===== config.mk =====
export PLATFORM = sky130hd
export DESIGN_NAME = memory_system
export DESIGN_NICKNAME = d
export VERILOG_FILES = /design/src/cache_pkg.sv /design/src/cache_array.sv /design/src/cache_fill_ctrl.sv /design/src/memory_system.sv
export SDC_FILE = /design/constraint.sdc
export NUM_CORES = 2
export LEC_CHECK = 0
export ABC_AREA = 1
export BUFFER_PORTS_ARGS = -buffer_cell sky130_fd_sc_hd__buf_2
export CAP_MARGIN = 20
export CORE_ASPECT_RATIO = 1.1
export CORE_MARGIN = 4
export CORE_UTILIZATION = 60
export CTS_CLUSTER_DIAMETER = 30
export DETAILED_ROUTE_END_ITERATION = 12
export MAX_ROUTING_LAYER = met4
export PLACE_DENSITY = 0.76
export SETUP_SLACK_MARGIN = 0.4
export SLEW_MARGIN = 10
export SYNTH_ARGS = -nofsm -noshare
export SYNTH_HDL_FRONTEND = slang
export SYNTH_HIERARCHICAL = 1
export SYNTH_MEMORY_MAX_BITS = 65536
export SYNTH_SLANG_ARGS = --single-unit

===== constraint.sdc =====
create_clock -name clk -period 6.5 [get_ports clk]
set_clock_uncertainty 0.15 [all_clocks]
set_input_delay 0.325 -clock clk [delete_from_list [all_inputs] [get_ports clk]]
set_output_delay 0.325 -clock clk [all_outputs]
set_load 0.03 [all_outputs]

===== src/cache_pkg.sv =====
// cache_pkg: shared geometry, memory timing and bus types for the L1 cache subsystem
package cache_pkg;

    ////////////////////
    // Geometry
    ////////////////////
    localparam int ADDR_W         = 16;  // Word address width
    localparam int DATA_W         = 16;  // Data word width
    localparam int TAG_W          = 8;   // Upper address bits kept per line
    localparam int INDEX_W        = 5;   // Selects one of the lines
    localparam int OFFSET_W       = 3;   // Word inside a line
    localparam int NUM_LINES      = 32;
    localparam int WORDS_PER_LINE = 8;

    // Main memory behaviour
    localparam int MEM_LATENCY = 2;                          // Read request to response
    localparam logic [DATA_W-1:0] MEM_INIT_KEY = 16'h5a3c;   // Contents are addr ^ key

    ////////////////////
    // Types
    ////////////////////
    typedef logic [ADDR_W-1:0]   addr_t;
    typedef logic [DATA_W-1:0]   data_t;
    typedef logic [TAG_W-1:0]    tag_t;
    typedef logic [INDEX_W-1:0]  index_t;
    typedef logic [OFFSET_W-1:0] offset_t;

    // Request toward main memory
    typedef struct packed {
        logic  valid;   // Memory accepts every valid request
        logic  we;      // 1 = write, 0 = read
        addr_t addr;
        data_t wdata;
    } mem_req_t;

    // Read response from main memory
    typedef struct packed {
        logic  valid;
        data_t data;
    } mem_rsp_t;

    // Block fill sequence
    typedef enum logic [1:0] {IDLE, FETCH, DRAIN, DONE} fill_state_t;

endpackage


===== src/cache_array.sv =====
// cache_array: direct-mapped tag, valid and data storage with combinational hit lookup
`timescale 1ns/1ps

module cache_array (
    input  logic              clk,          // System clock
    input  logic              arst_n,       // Async reset, clears valid bits
    input  cache_pkg::addr_t  addr,         // Lookup and write address
    input  cache_pkg::data_t  wdata,        // Word to store
    input  logic              write_data,   // Store wdata at addr
    input  cache_pkg::tag_t   tag_in,       // Tag to store for the indexed line
    input  logic              write_tag,    // Store tag_in and mark line valid
    output cache_pkg::data_t  rdata,        // Word at addr
    output logic              hit           // Line valid and tag matches
);

    ////////////////////
    // Address fields
    ////////////////////
    cache_pkg::tag_t    addr_tag;
    cache_pkg::index_t  addr_index;
    cache_pkg::offset_t addr_offset;

    assign {addr_tag, addr_index, addr_offset} = addr;  // tag | index | offset

    ////////////////////
    // Storage
    ////////////////////
    cache_pkg::data_t data_mem [cache_pkg::NUM_LINES][cache_pkg::WORDS_PER_LINE];
    cache_pkg::tag_t  tag_mem  [cache_pkg::NUM_LINES];
    logic [cache_pkg::NUM_LINES-1:0] valid_bits;  // One per line

    // Data words
    always_ff @(posedge clk) begin
        if (write_data) begin
            data_mem[addr_index][addr_offset] <= wdata;
        end
    end

    // Tags
    always_ff @(posedge clk) begin
        if (write_tag) begin
            tag_mem[addr_index] <= tag_in;
        end
    end

    // Valid bits set together with the tag
    always_ff @(posedge clk or negedge arst_n) begin
        if (!arst_n) begin
            valid_bits <= '0;                    // Cold cache
        end else if (write_tag) begin
            valid_bits[addr_index] <= 1'b1;
        end
    end

    ////////////////////
    // Lookup
    ////////////////////
    // Hit needs both a valid line and a matching tag
    assign hit   = valid_bits[addr_index] && (tag_mem[addr_index] == addr_tag);
    assign rdata = data_mem[addr_index][addr_offset];  // Same-cycle read data

endmodule


===== src/cache_fill_ctrl.sv =====
// cache_fill_ctrl: miss FSM that reads a whole block from main memory into the cache array
`timescale 1ns/1ps

module cache_fill_ctrl (
    input  logic                 clk,          // System clock
    input  logic                 arst_n,       // Async reset, active low
    input  logic                 miss,         // Core access missed while idle
    input  cache_pkg::addr_t     miss_addr,    // Core address of the missing access
    input  logic                 proceed,      // Memory grant for block reads
    input  cache_pkg::mem_rsp_t  rsp,          // Read responses from memory
    output logic                 fsm_busy,     // Stalls the core during a fill
    output cache_pkg::mem_req_t  req,          // Block read requests
    output cache_pkg::addr_t     fill_addr,    // Array address for fill and tag writes
    output cache_pkg::data_t     fill_data,    // Returned word for the array
    output logic                 write_data,   // Write fill_data into the array
    output cache_pkg::tag_t      tag_out,      // Tag of the block being filled
    output logic                 write_tag     // Write tag and set valid
);

    ////////////////////
    // State
    ////////////////////
    cache_pkg::fill_state_t state, state_nxt;

    cache_pkg::offset_t issue_cnt;    // Next word offset to request
    cache_pkg::offset_t rcv_cnt;      // Offset of the next word to come back
    cache_pkg::tag_t    base_tag;     // Block being filled
    cache_pkg::index_t  base_index;

    logic issue_go;     // Read request goes out this cycle
    logic last_issue;   // This request is the final word of the block
    logic rcv_go;       // Response word taken this cycle
    logic last_rcv;     // Final word of the block arrives

    // Issue only in FETCH and only with the grant
    assign issue_go   = (state == cache_pkg::FETCH) && proceed;
    assign last_issue = (issue_cnt == cache_pkg::offset_t'(cache_pkg::WORDS_PER_LINE - 1));

    // Responses may still arrive in FETCH while issuing is paused
    assign rcv_go   = rsp.valid &&
                      ((state == cache_pkg::FETCH) || (state == cache_pkg::DRAIN));
    assign last_rcv = rcv_go &&
                      (rcv_cnt == cache_pkg::offset_t'(cache_pkg::WORDS_PER_LINE - 1));

    ////////////////////
    // Next state
    ////////////////////
    always_comb begin
        state_nxt = state;
        case (state)
            cache_pkg::IDLE: begin
                if (miss) begin
                    state_nxt = cache_pkg::FETCH;         // Busy from next cycle
                end
            end
            cache_pkg::FETCH: begin
                if (issue_go && last_issue) begin
                    state_nxt = cache_pkg::DRAIN;         // All reads sent
                end
            end
            cache_pkg::DRAIN: begin
                if (last_rcv) begin
                    state_nxt = cache_pkg::DONE;          // Whole block stored
                end
            end
            cache_pkg::DONE: begin
                state_nxt = cache_pkg::IDLE;              // Tag written this cycle
            end
            default: state_nxt = cache_pkg::IDLE;
        endcase
    end

    always_ff @(posedge clk or negedge arst_n) begin
        if (!arst_n) begin
            state <= cache_pkg::IDLE;
        end else begin
            state <= state_nxt;
        end
    end

    ////////////////////
    // Counters
    ////////////////////
    always_ff @(posedge clk or negedge arst_n) begin
        if (!arst_n) begin
            issue_cnt <= '0;
            rcv_cnt   <= '0;
        end else if ((state == cache_pkg::IDLE) && miss) begin
            issue_cnt <= '0;                        // Block starts at offset 0
            rcv_cnt   <= '0;
        end else begin
            if (issue_go) issue_cnt <= issue_cnt + 1'b1;
            if (rcv_go)   rcv_cnt   <= rcv_cnt + 1'b1;   // Wraps to 0 after the last word
        end
    end

    // Block base captured on the miss
    always_ff @(posedge clk) begin
        if ((state == cache_pkg::IDLE) && miss) begin
            {base_tag, base_index} <= miss_addr[cache_pkg::ADDR_W-1:cache_pkg::OFFSET_W];
        end
    end

    ////////////////////
    // Outputs
    ////////////////////
    assign fsm_busy = (state != cache_pkg::IDLE);

    // Read requests in offset order
    assign req.valid = issue_go;
    assign req.we    = 1'b0;
    assign req.addr  = {base_tag, base_index, issue_cnt};
    assign req.wdata = '0;

    // Array side
    assign fill_addr  = {base_tag, base_index, rcv_cnt};   // Offset 0 again in DONE
    assign fill_data  = rsp.data;
    assign write_data = rcv_go;
    assign tag_out    = base_tag;
    assign write_tag  = (state == cache_pkg::DONE);

endmodule


===== src/memory_system.sv =====
// memory_system: joins cache array and fill controller and merges write-through traffic
`timescale 1ns/1ps

module memory_system (
    input  logic                 clk,        // System clock
    input  logic                 arst_n,     // Async reset, active low
    input  logic                 enable,     // Core access request
    input  logic                 wr,         // Core write
    input  cache_pkg::addr_t     addr,       // Core word address
    input  cache_pkg::data_t     wdata,      // Core write data
    input  logic                 proceed,    // Memory grant for fills
    input  cache_pkg::mem_rsp_t  mem_rsp,    // Read responses from memory
    output cache_pkg::mem_req_t  mem_req,    // Fill reads or write-through
    output cache_pkg::data_t     data_out,   // Read data to the core
    output logic                 hit,        // Array hit
    output logic                 fsm_busy    // Fill in progress
);

    ////////////////////
    // Internal signals
    ////////////////////
    cache_pkg::addr_t    arr_addr;        // Array address after the mux
    cache_pkg::data_t    arr_wdata;
    logic                arr_write_data;
    cache_pkg::tag_t     fill_tag;
    logic                fill_write_tag;
    cache_pkg::addr_t    fill_addr;       // Controller side of the array port
    cache_pkg::data_t    fill_data;
    logic                fill_write_data;
    cache_pkg::mem_req_t fill_req;
    logic                miss;
    logic                core_wr_hit;     // Write hit from the core this cycle

    // Core owns the array port while idle
    assign arr_addr       = fsm_busy ? fill_addr : addr;
    assign arr_wdata      = fsm_busy ? fill_data : wdata;
    assign core_wr_hit    = enable && wr && hit && !fsm_busy;
    assign arr_write_data = fsm_busy ? fill_write_data : core_wr_hit;
    assign miss           = enable && !hit && !fsm_busy;   // Read or write miss

    cache_array i_cache_array (
        .clk        (clk),
        .arst_n     (arst_n),
        .addr       (arr_addr),
        .wdata      (arr_wdata),
        .write_data (arr_write_data),
        .tag_in     (fill_tag),
        .write_tag  (fill_write_tag),
        .rdata      (data_out),
        .hit        (hit)
    );

    cache_fill_ctrl i_cache_fill_ctrl (
        .clk        (clk),
        .arst_n     (arst_n),
        .miss       (miss),
        .miss_addr  (addr),
        .proceed    (proceed),
        .rsp        (mem_rsp),
        .fsm_busy   (fsm_busy),
        .req        (fill_req),
        .fill_addr  (fill_addr),
        .fill_data  (fill_data),
        .write_data (fill_write_data),
        .tag_out    (fill_tag),
        .write_tag  (fill_write_tag)
    );

    // Fill reads while busy, else write-through of a core write hit
    always_comb begin
        if (fsm_busy) begin
            mem_req = fill_req;
        end else begin
            mem_req.valid = core_wr_hit;
            mem_req.we    = 1'b1;
            mem_req.addr  = addr;
            mem_req.wdata = wdata;
        end
    end

endmodule


# Yosys cells after proc, flatten, opt, wreduce, memory -nomap -nowiden
# Memory sizes are Yosys's and may differ from the RTL's.
# Index checks and enable logic that the tools add are counted.
word_totals:
  reg_bits: 53
  ram_bits: 4352
  in_bits: 54
  output_inout_bits: 52
  elab_cells: 71
  mem_count: 2
mem_list:
  columns: ["memory", "depth", "width", "rd", "rd_ports_with_merged_regs", "write_ports", "line", "source"]
  rows:
  - ["i_cache_array.data_mem", 32, 128, 1, 0, 1, "cache_array.sv:28", "cache_pkg::data_t data_mem [cache_pkg::NUM_LINES][cache_pkg::WORDS_PER_LINE];"]
  - ["i_cache_array.tag_mem", 32, 8, 1, 0, 1, "cache_array.sv:29", "cache_pkg::tag_t tag_mem [cache_pkg::NUM_LINES];"]
classes:
  addsub: 2
  n_lt_le_gt_ge: 4
  n_eq_ne: 9
  muxes: 25
  bitwise: 2
  n_reduce_logical: 21
ops:
  columns: ["operator", "count"]
  rows:
  - ["two-way mux 128 bit", 1]
  - ["two-way mux 16 bit", 5]
  - ["binary-select mux 16 bit (select 3 bit)", 1]
  - ["demux 16 bit (select 3 bit)", 1]
  - ["two-way mux 34 bit", 1]
  - ["bitwise OR 32 bit", 1]
  - ["logical AND 1 bit", 13]
  - ["two-way mux 3 bit", 4]
  - ["equality test 8 bit", 1]
  - ["case mux 2 bit (4 select lines)", 1]
  - ["adder 3 x 1 -> 3 bit, second input constant", 2]
  - ["equality test 3 bit, second input constant", 2]
  - ["less-than comparator 5 x 6 -> 1 bit, second input constant", 1]
  - ["two-way mux 1 bit", 6]
  - ["two-way mux 2 bit", 3]
  - ["nonzero test 2 bit", 3]
  - ["binary-select mux 1 bit (select 5 bit)", 1]
  - ["demux 1 bit (select 5 bit)", 1]
  - ["greater-or-equal comparator 5 x 1 -> 1 bit, second input constant", 1]
  - ["equality test 2 bit, second input constant", 2]
  - ["greater-or-equal comparator 4 bit, second input constant", 1]
  - ["less-than comparator 4 x 1 -> 1 bit, second input constant", 1]
  - ["!= test 2 x 1 -> 1 bit, second input constant", 2]
  - ["inverter 3 -> 4 bit", 1]
  - ["other kinds (6)", 7]

# Logic depth before layout (Yosys ltp)
depth:
  ltp_word: 10
  mapped_depth: 34
  mapped_depth_nobuf: 28

# By module
# The synthesis kept the hierarchy.
modules_own_cells:
  columns: ["mod", "instances", "cells_per_inst", "area_per_inst_um2", "seq_area_each_um2"]
  rows:
  - ["cache_array", 1, 12672, 167828.5, 131486.1]
  - ["cache_fill_ctrl", 1, 131, 1308.8, 590.6]
  - ["memory_system", 1, 183, 733.2, 0.0]

# Least setup slack after synthesis
# Ideal clock, no wire load.
synth_timing:
  path_type: "register to register"
  start: "register i_cache_fill_ctrl.state[0]"
  end: "memory i_cache_array/data_mem[0][100] (netlist bit), data pin"
  arrival_ps: 4367
  required_time_ps: 5526
  slack_ps: 1160
  stages_incl_launch_ff: 9
  n_path_buf: 2
  path_cell_list: "dfrtp_1 -> inv_1 -> ha_1 -> inv_1 -> buf_4 -> inv_2 -> buf_4 -> nand2_1 -> nand2_1"
synth_between:
  elab_chain_len: 2
synth_rtl:
  columns: ["element", "line", "source"]
  rows:
  - ["from (decl)", "cache_fill_ctrl.sv:23", "cache_pkg::fill_state_t state, state_nxt;"]
  - ["from (signal assigned)", "cache_fill_ctrl.sv:75", "state <= cache_pkg::IDLE;"]
  - ["from (signal assigned)", "cache_fill_ctrl.sv:77", "state <= state_nxt;"]
  - ["nonzero test 2 bit", "cache_fill_ctrl.sv:107", "assign fsm_busy = (state != cache_pkg::IDLE);"]
  - ["via fsm_busy", "memory_system.sv:16", "output logic fsm_busy"]
  - ["two-way mux 16 bit", "memory_system.sv:36", "assign arr_wdata = fsm_busy ? fill_data : wdata;"]
  - ["via arr_wdata[4]", "memory_system.sv:23", "cache_pkg::data_t arr_wdata;"]
  - ["to (decl)", "cache_array.sv:28", null]
# The timed path passes the listed nets, and every way through them passes these cells.

# Worst setup path after layout
layout_timing:
  start: "register i_cache_fill_ctrl.state[1]"
  end: "output data_out[15]"
layout_between:
  elab_chain_len: 6
layout_rtl:
  columns: ["element", "line", "source"]
  rows:
  - ["nonzero test 2 bit", "cache_fill_ctrl.sv:107", null]
  - ["two-way mux 16 bit", "memory_system.sv:35", "assign arr_addr = fsm_busy ? fill_addr : addr;"]
  - ["via arr_addr[4]", "memory_system.sv:22", "cache_pkg::addr_t arr_addr;"]
  - ["memory read (32 x 128 bit)", null, null]
  - ["binary-select mux 16 bit (select 3 bit)", "cache_array.sv:60", "assign rdata = data_mem[addr_index][addr_offset];"]
  - ["two-way mux 16 bit (not written as such) (2 in a row)", "cache_array.sv:60", null]
  - ["to (decl)", "memory_system.sv:14", "output cache_pkg::data_t data_out,"]
# The timed path passes the listed nets, and every way through them passes these cells. The select of a mux whose other input is x is not followed.

==> out/results.ini <==
[power_and_ir_drop]
p_leak_nw=70.5
vdd_drop_max_mv=0.559
p_seq_share_pct=34.7
switching_share_pct=38.2
power_switching_mw=39.2
intPower_mw=63.4
share_comb_of_total_power_pct=32.5
pwr-share-clk_pct=32.8
power_density_nw_per_um2=514

[synthesis]
synth_area_um2=170000
yosysSeqAreaShare_pct=77.8
yosysTopAreaCellShare_pct=77.2
synth-seq-cells=4405
synth.area.top_cells=edfxtp_1, nand2_1, nand4_1
synth_area_leader_cell=edfxtp_1
ys_warn_count=6
netlist_instances=12986
yosysUniqueCellTypes=31
syn_avg_cell_area_um2=13.1

[grt]
gr-usage-all-layers_pct=35.3
overflow=0
grt_pass1_wl_um=734000
grt_max_degree=196
antenna_found_initial=40
grt_pass1_vias=112072

[clock_network]
cts.sinks=4405
clk_path_buf_depth=4
cts.htree.levels=6
clk_latency_ns=0.97
cts_made_buffers=617
clock-root-buffer=clkbuf_16
clkTransAtPathRegs_ns=0.05
cts_tree=yes

[critical_path]
r2r_start=i_cache_fill_ctrl/state[1]$_DFFE_PN0P_
cp_max_fo=66
endpoint_kind=primary output
start_kind=flop
r2r_cells=30
cp.required_ns=6.02
critPathArrivalTime_ns=5.76
r2r_setup_slack_ns=0.72
criticalPathCategory=flop to primary output
rr_endpoint=i_cache_array/data_mem[0][75]$_DFFE_PP_

[floorplan]
num_rows=204
fp.dieW_um=515
die-area_um2=292000
die_h_um=566
coreArea_um2=281000
ios=106
start_util_pct=60.4

[timing]
setup_violations=0
post-route-min-period_ns=6.23
timing.final.max_slew_violations=128
final-hold-violation-count=0
fin_crit_sh_pct=95.9
rsz0062_at_grt=yes
tns_ns=0
slew_headroom_pct=-25.9
max_slew.worst_pin.slew_ns=1.89
clock.fmax_mhz=160

[detailed_routing]
drc=0
drt_iter0_drc=19686
wire_per_inst_um=28.9
drtPass1Iterations=7
avgViaCountPerCell=6.41
vias=114596
finalWirelength_um=517000
final_antenna_net_count=0

[hold_path]
min_to=i_cache_fill_ctrl/tag_out[0]$_DFFE_PP_
min_path_type=primary input to flop
hold_path_depth=2
hold_start=addr[8]

[placement]
hpwl_um=275000
dp.cells=16616
gp_congestion=1.03
portBuffers=105

[final_layout]
finalNonFillerCells=17890
fin_nets=13679
drive_gt1_share_pct=12.8
syn_to_final_growth_pct=17.5

[job]
drv_cap=0

[run_status]
outcome=finished, violations left
failed_checks=slew limit

[area by class of cell]
cell class / count / area, um2
well taps: 3708 / 4640
clock inverters: 453 / 5200
clock buffers: 678 / 15800
multi-input cells: 7798 / 34500
fillers: 16650 / 81700
flip-flops and latches: 4405 / 132000
inverters: 74 / 292
repair buffers: 720 / 6980
diodes: 54 / 135
[timing repair]
| action | in CTS | in global routing |
|---|---|---|
| gates cloned | 13 | 14 |
| hold buffers | 43 | 1 |
| pin swaps | 1 | 5 |
| gates resized for setup | 51 | 96 |
| endpoints found under the setup margin | 16 | 1004 |
| hold endpoints to repair | 112 | 9 |
| setup buffers | 1 | 16 |
[kinds of logic (layout without fill, tap and decap cells)]
group / Yosys count / count (layout) / synth area share [%]
fa+ha+maj: 9 / 9 / 0.0663
simple gates: 7126 / 7126 / 17.4
buf+inv: 799 / 1925 / 2.16
compound gates: 646 / 646 / 2.61
flops: 4405 / 4405 / 77.8
other cells: 1 / 71 / 0.00221
[layer usage]
metal  global-route usage (%)  part of all wire [%]  up-vias
met1                     44.2                    33    55594
li1                         -                     -    47625
met3                     8.70                    14     1854
met2                     52.0                    46     9523
met4                     22.4                   7.4        0
met5                        -                     0        -
[power groups by stage]
stage	Combinational [mW]	Clock, mW	Sequential [mW]
3_5_place_dp	29.7	0	36.1
6_report	33.3	33.6	35.6
2_1_floorplan	16.4	0	37.3
3_3_place_gp	29.1	0	36.1
4_1_cts	31.0	33.7	35.5
5_1_grt	34.2	35.1	35.6
[worst max-delay path, stage by stage, from the launching register on]
cell     delay, ns
dfrtp_1       0.42
inv_1         0.14
ha_1          0.25
inv_2         0.14
inv_2         0.12
nand2_1       0.08
nand2_1       0.24
nand2_1       0.22
inv_8         0.31
buf_12        0.31
buf_16        0.35
nand2_1       0.11
nand4_1       0.15
nand2_1       0.08
nand2_1       0.15
nor2_1        0.09
nand3_1       0.20
nand3_1       0.30
nand2_1       0.18
inv_1         0.07
nand2_1       0.34
buf_2         0.29
[synthesized netlist by cell type (all sizes together)]
cell type,number
ha,9
or2,22
conb,1
nand3,222
nand4,809
nor3,9
o21ai,29
clkbuf,295
dfrtp,40
a22oi,482
and2,128
edfxtp,4365
clkinv,2
a21oi,135
buf,430
inv,72
nand3b,3
nor2,575
nand2,5358
[registers in the layout (all words and copies together), names as in the netlist]
register / flops
i_cache_fill_ctrl/base_index: 5
i_cache_fill_ctrl/rcv_cnt: 3
i_cache_fill_ctrl/state: 2
i_cache_array/data_mem: 4096
i_cache_fill_ctrl/issue_cnt: 3
i_cache_fill_ctrl/tag_out: 8
i_cache_array/tag_mem: 256
i_cache_array/valid_bits: 32
[cell usage in the layout (no fill, tap or decap), drive strengths merged, types with 54 or more instances in the layout]
master    instances
and2            128
clkinv          215
clkbuf          691
inv             187
nor2            575
nand4           809
clkinvlp         62
nand3           222
diode            54
a22oi           482
a21oi           135
buf             653
bufinv           63
nand2          5358
edfxtp         4365
[per-stage QoR]
stage | setup WS (ns) | power [mW] | instance area [um2] | hold WS (ns) | utilization (%)
2_1_floorplan | 1.16 | 53.6 | 170000 | -0.121 | -
3_3_place_gp | 0.700 | 65.1 | 177000 | 0.290 | 62.8
3_5_place_dp | 0.549 | 65.8 | 177000 | 0.299 | 62.8
4_1_cts | 0.365 | 100 | 199000 | 0.000355 | 70.6
5_1_grt | 0.273 | 105 | 200000 | 0.0122 | 71.0
6_report | 0.267 | 103 | 200000 | 0.0282 | 71.0
[worst max-delay path by stage]
stage,slack (ns),from,end
2_1_floorplan,1.16,i_cache_fill_ctrl/state[0]$_DFFE_PN0P_,i_cache_array/data_mem[0][100]$_DFFE_PP_
3_3_place_gp,0.70,i_cache_fill_ctrl/state[0]$_DFFE_PN0P_,i_cache_array/data_mem[19][13]$_DFFE_PP_
3_5_place_dp,0.55,i_cache_fill_ctrl/state[0]$_DFFE_PN0P_,i_cache_array/data_mem[19][13]$_DFFE_PP_
4_1_cts,0.37,i_cache_fill_ctrl/state[1]$_DFFE_PN0P_,i_cache_array/data_mem[14][12]$_DFFE_PP_
5_1_grt,0.27,i_cache_fill_ctrl/state[0]$_DFFE_PN0P_,data_out[15]
6_report,0.27,i_cache_fill_ctrl/state[1]$_DFFE_PN0P_,data_out[15]
Power figures use the tool's default switching activity.
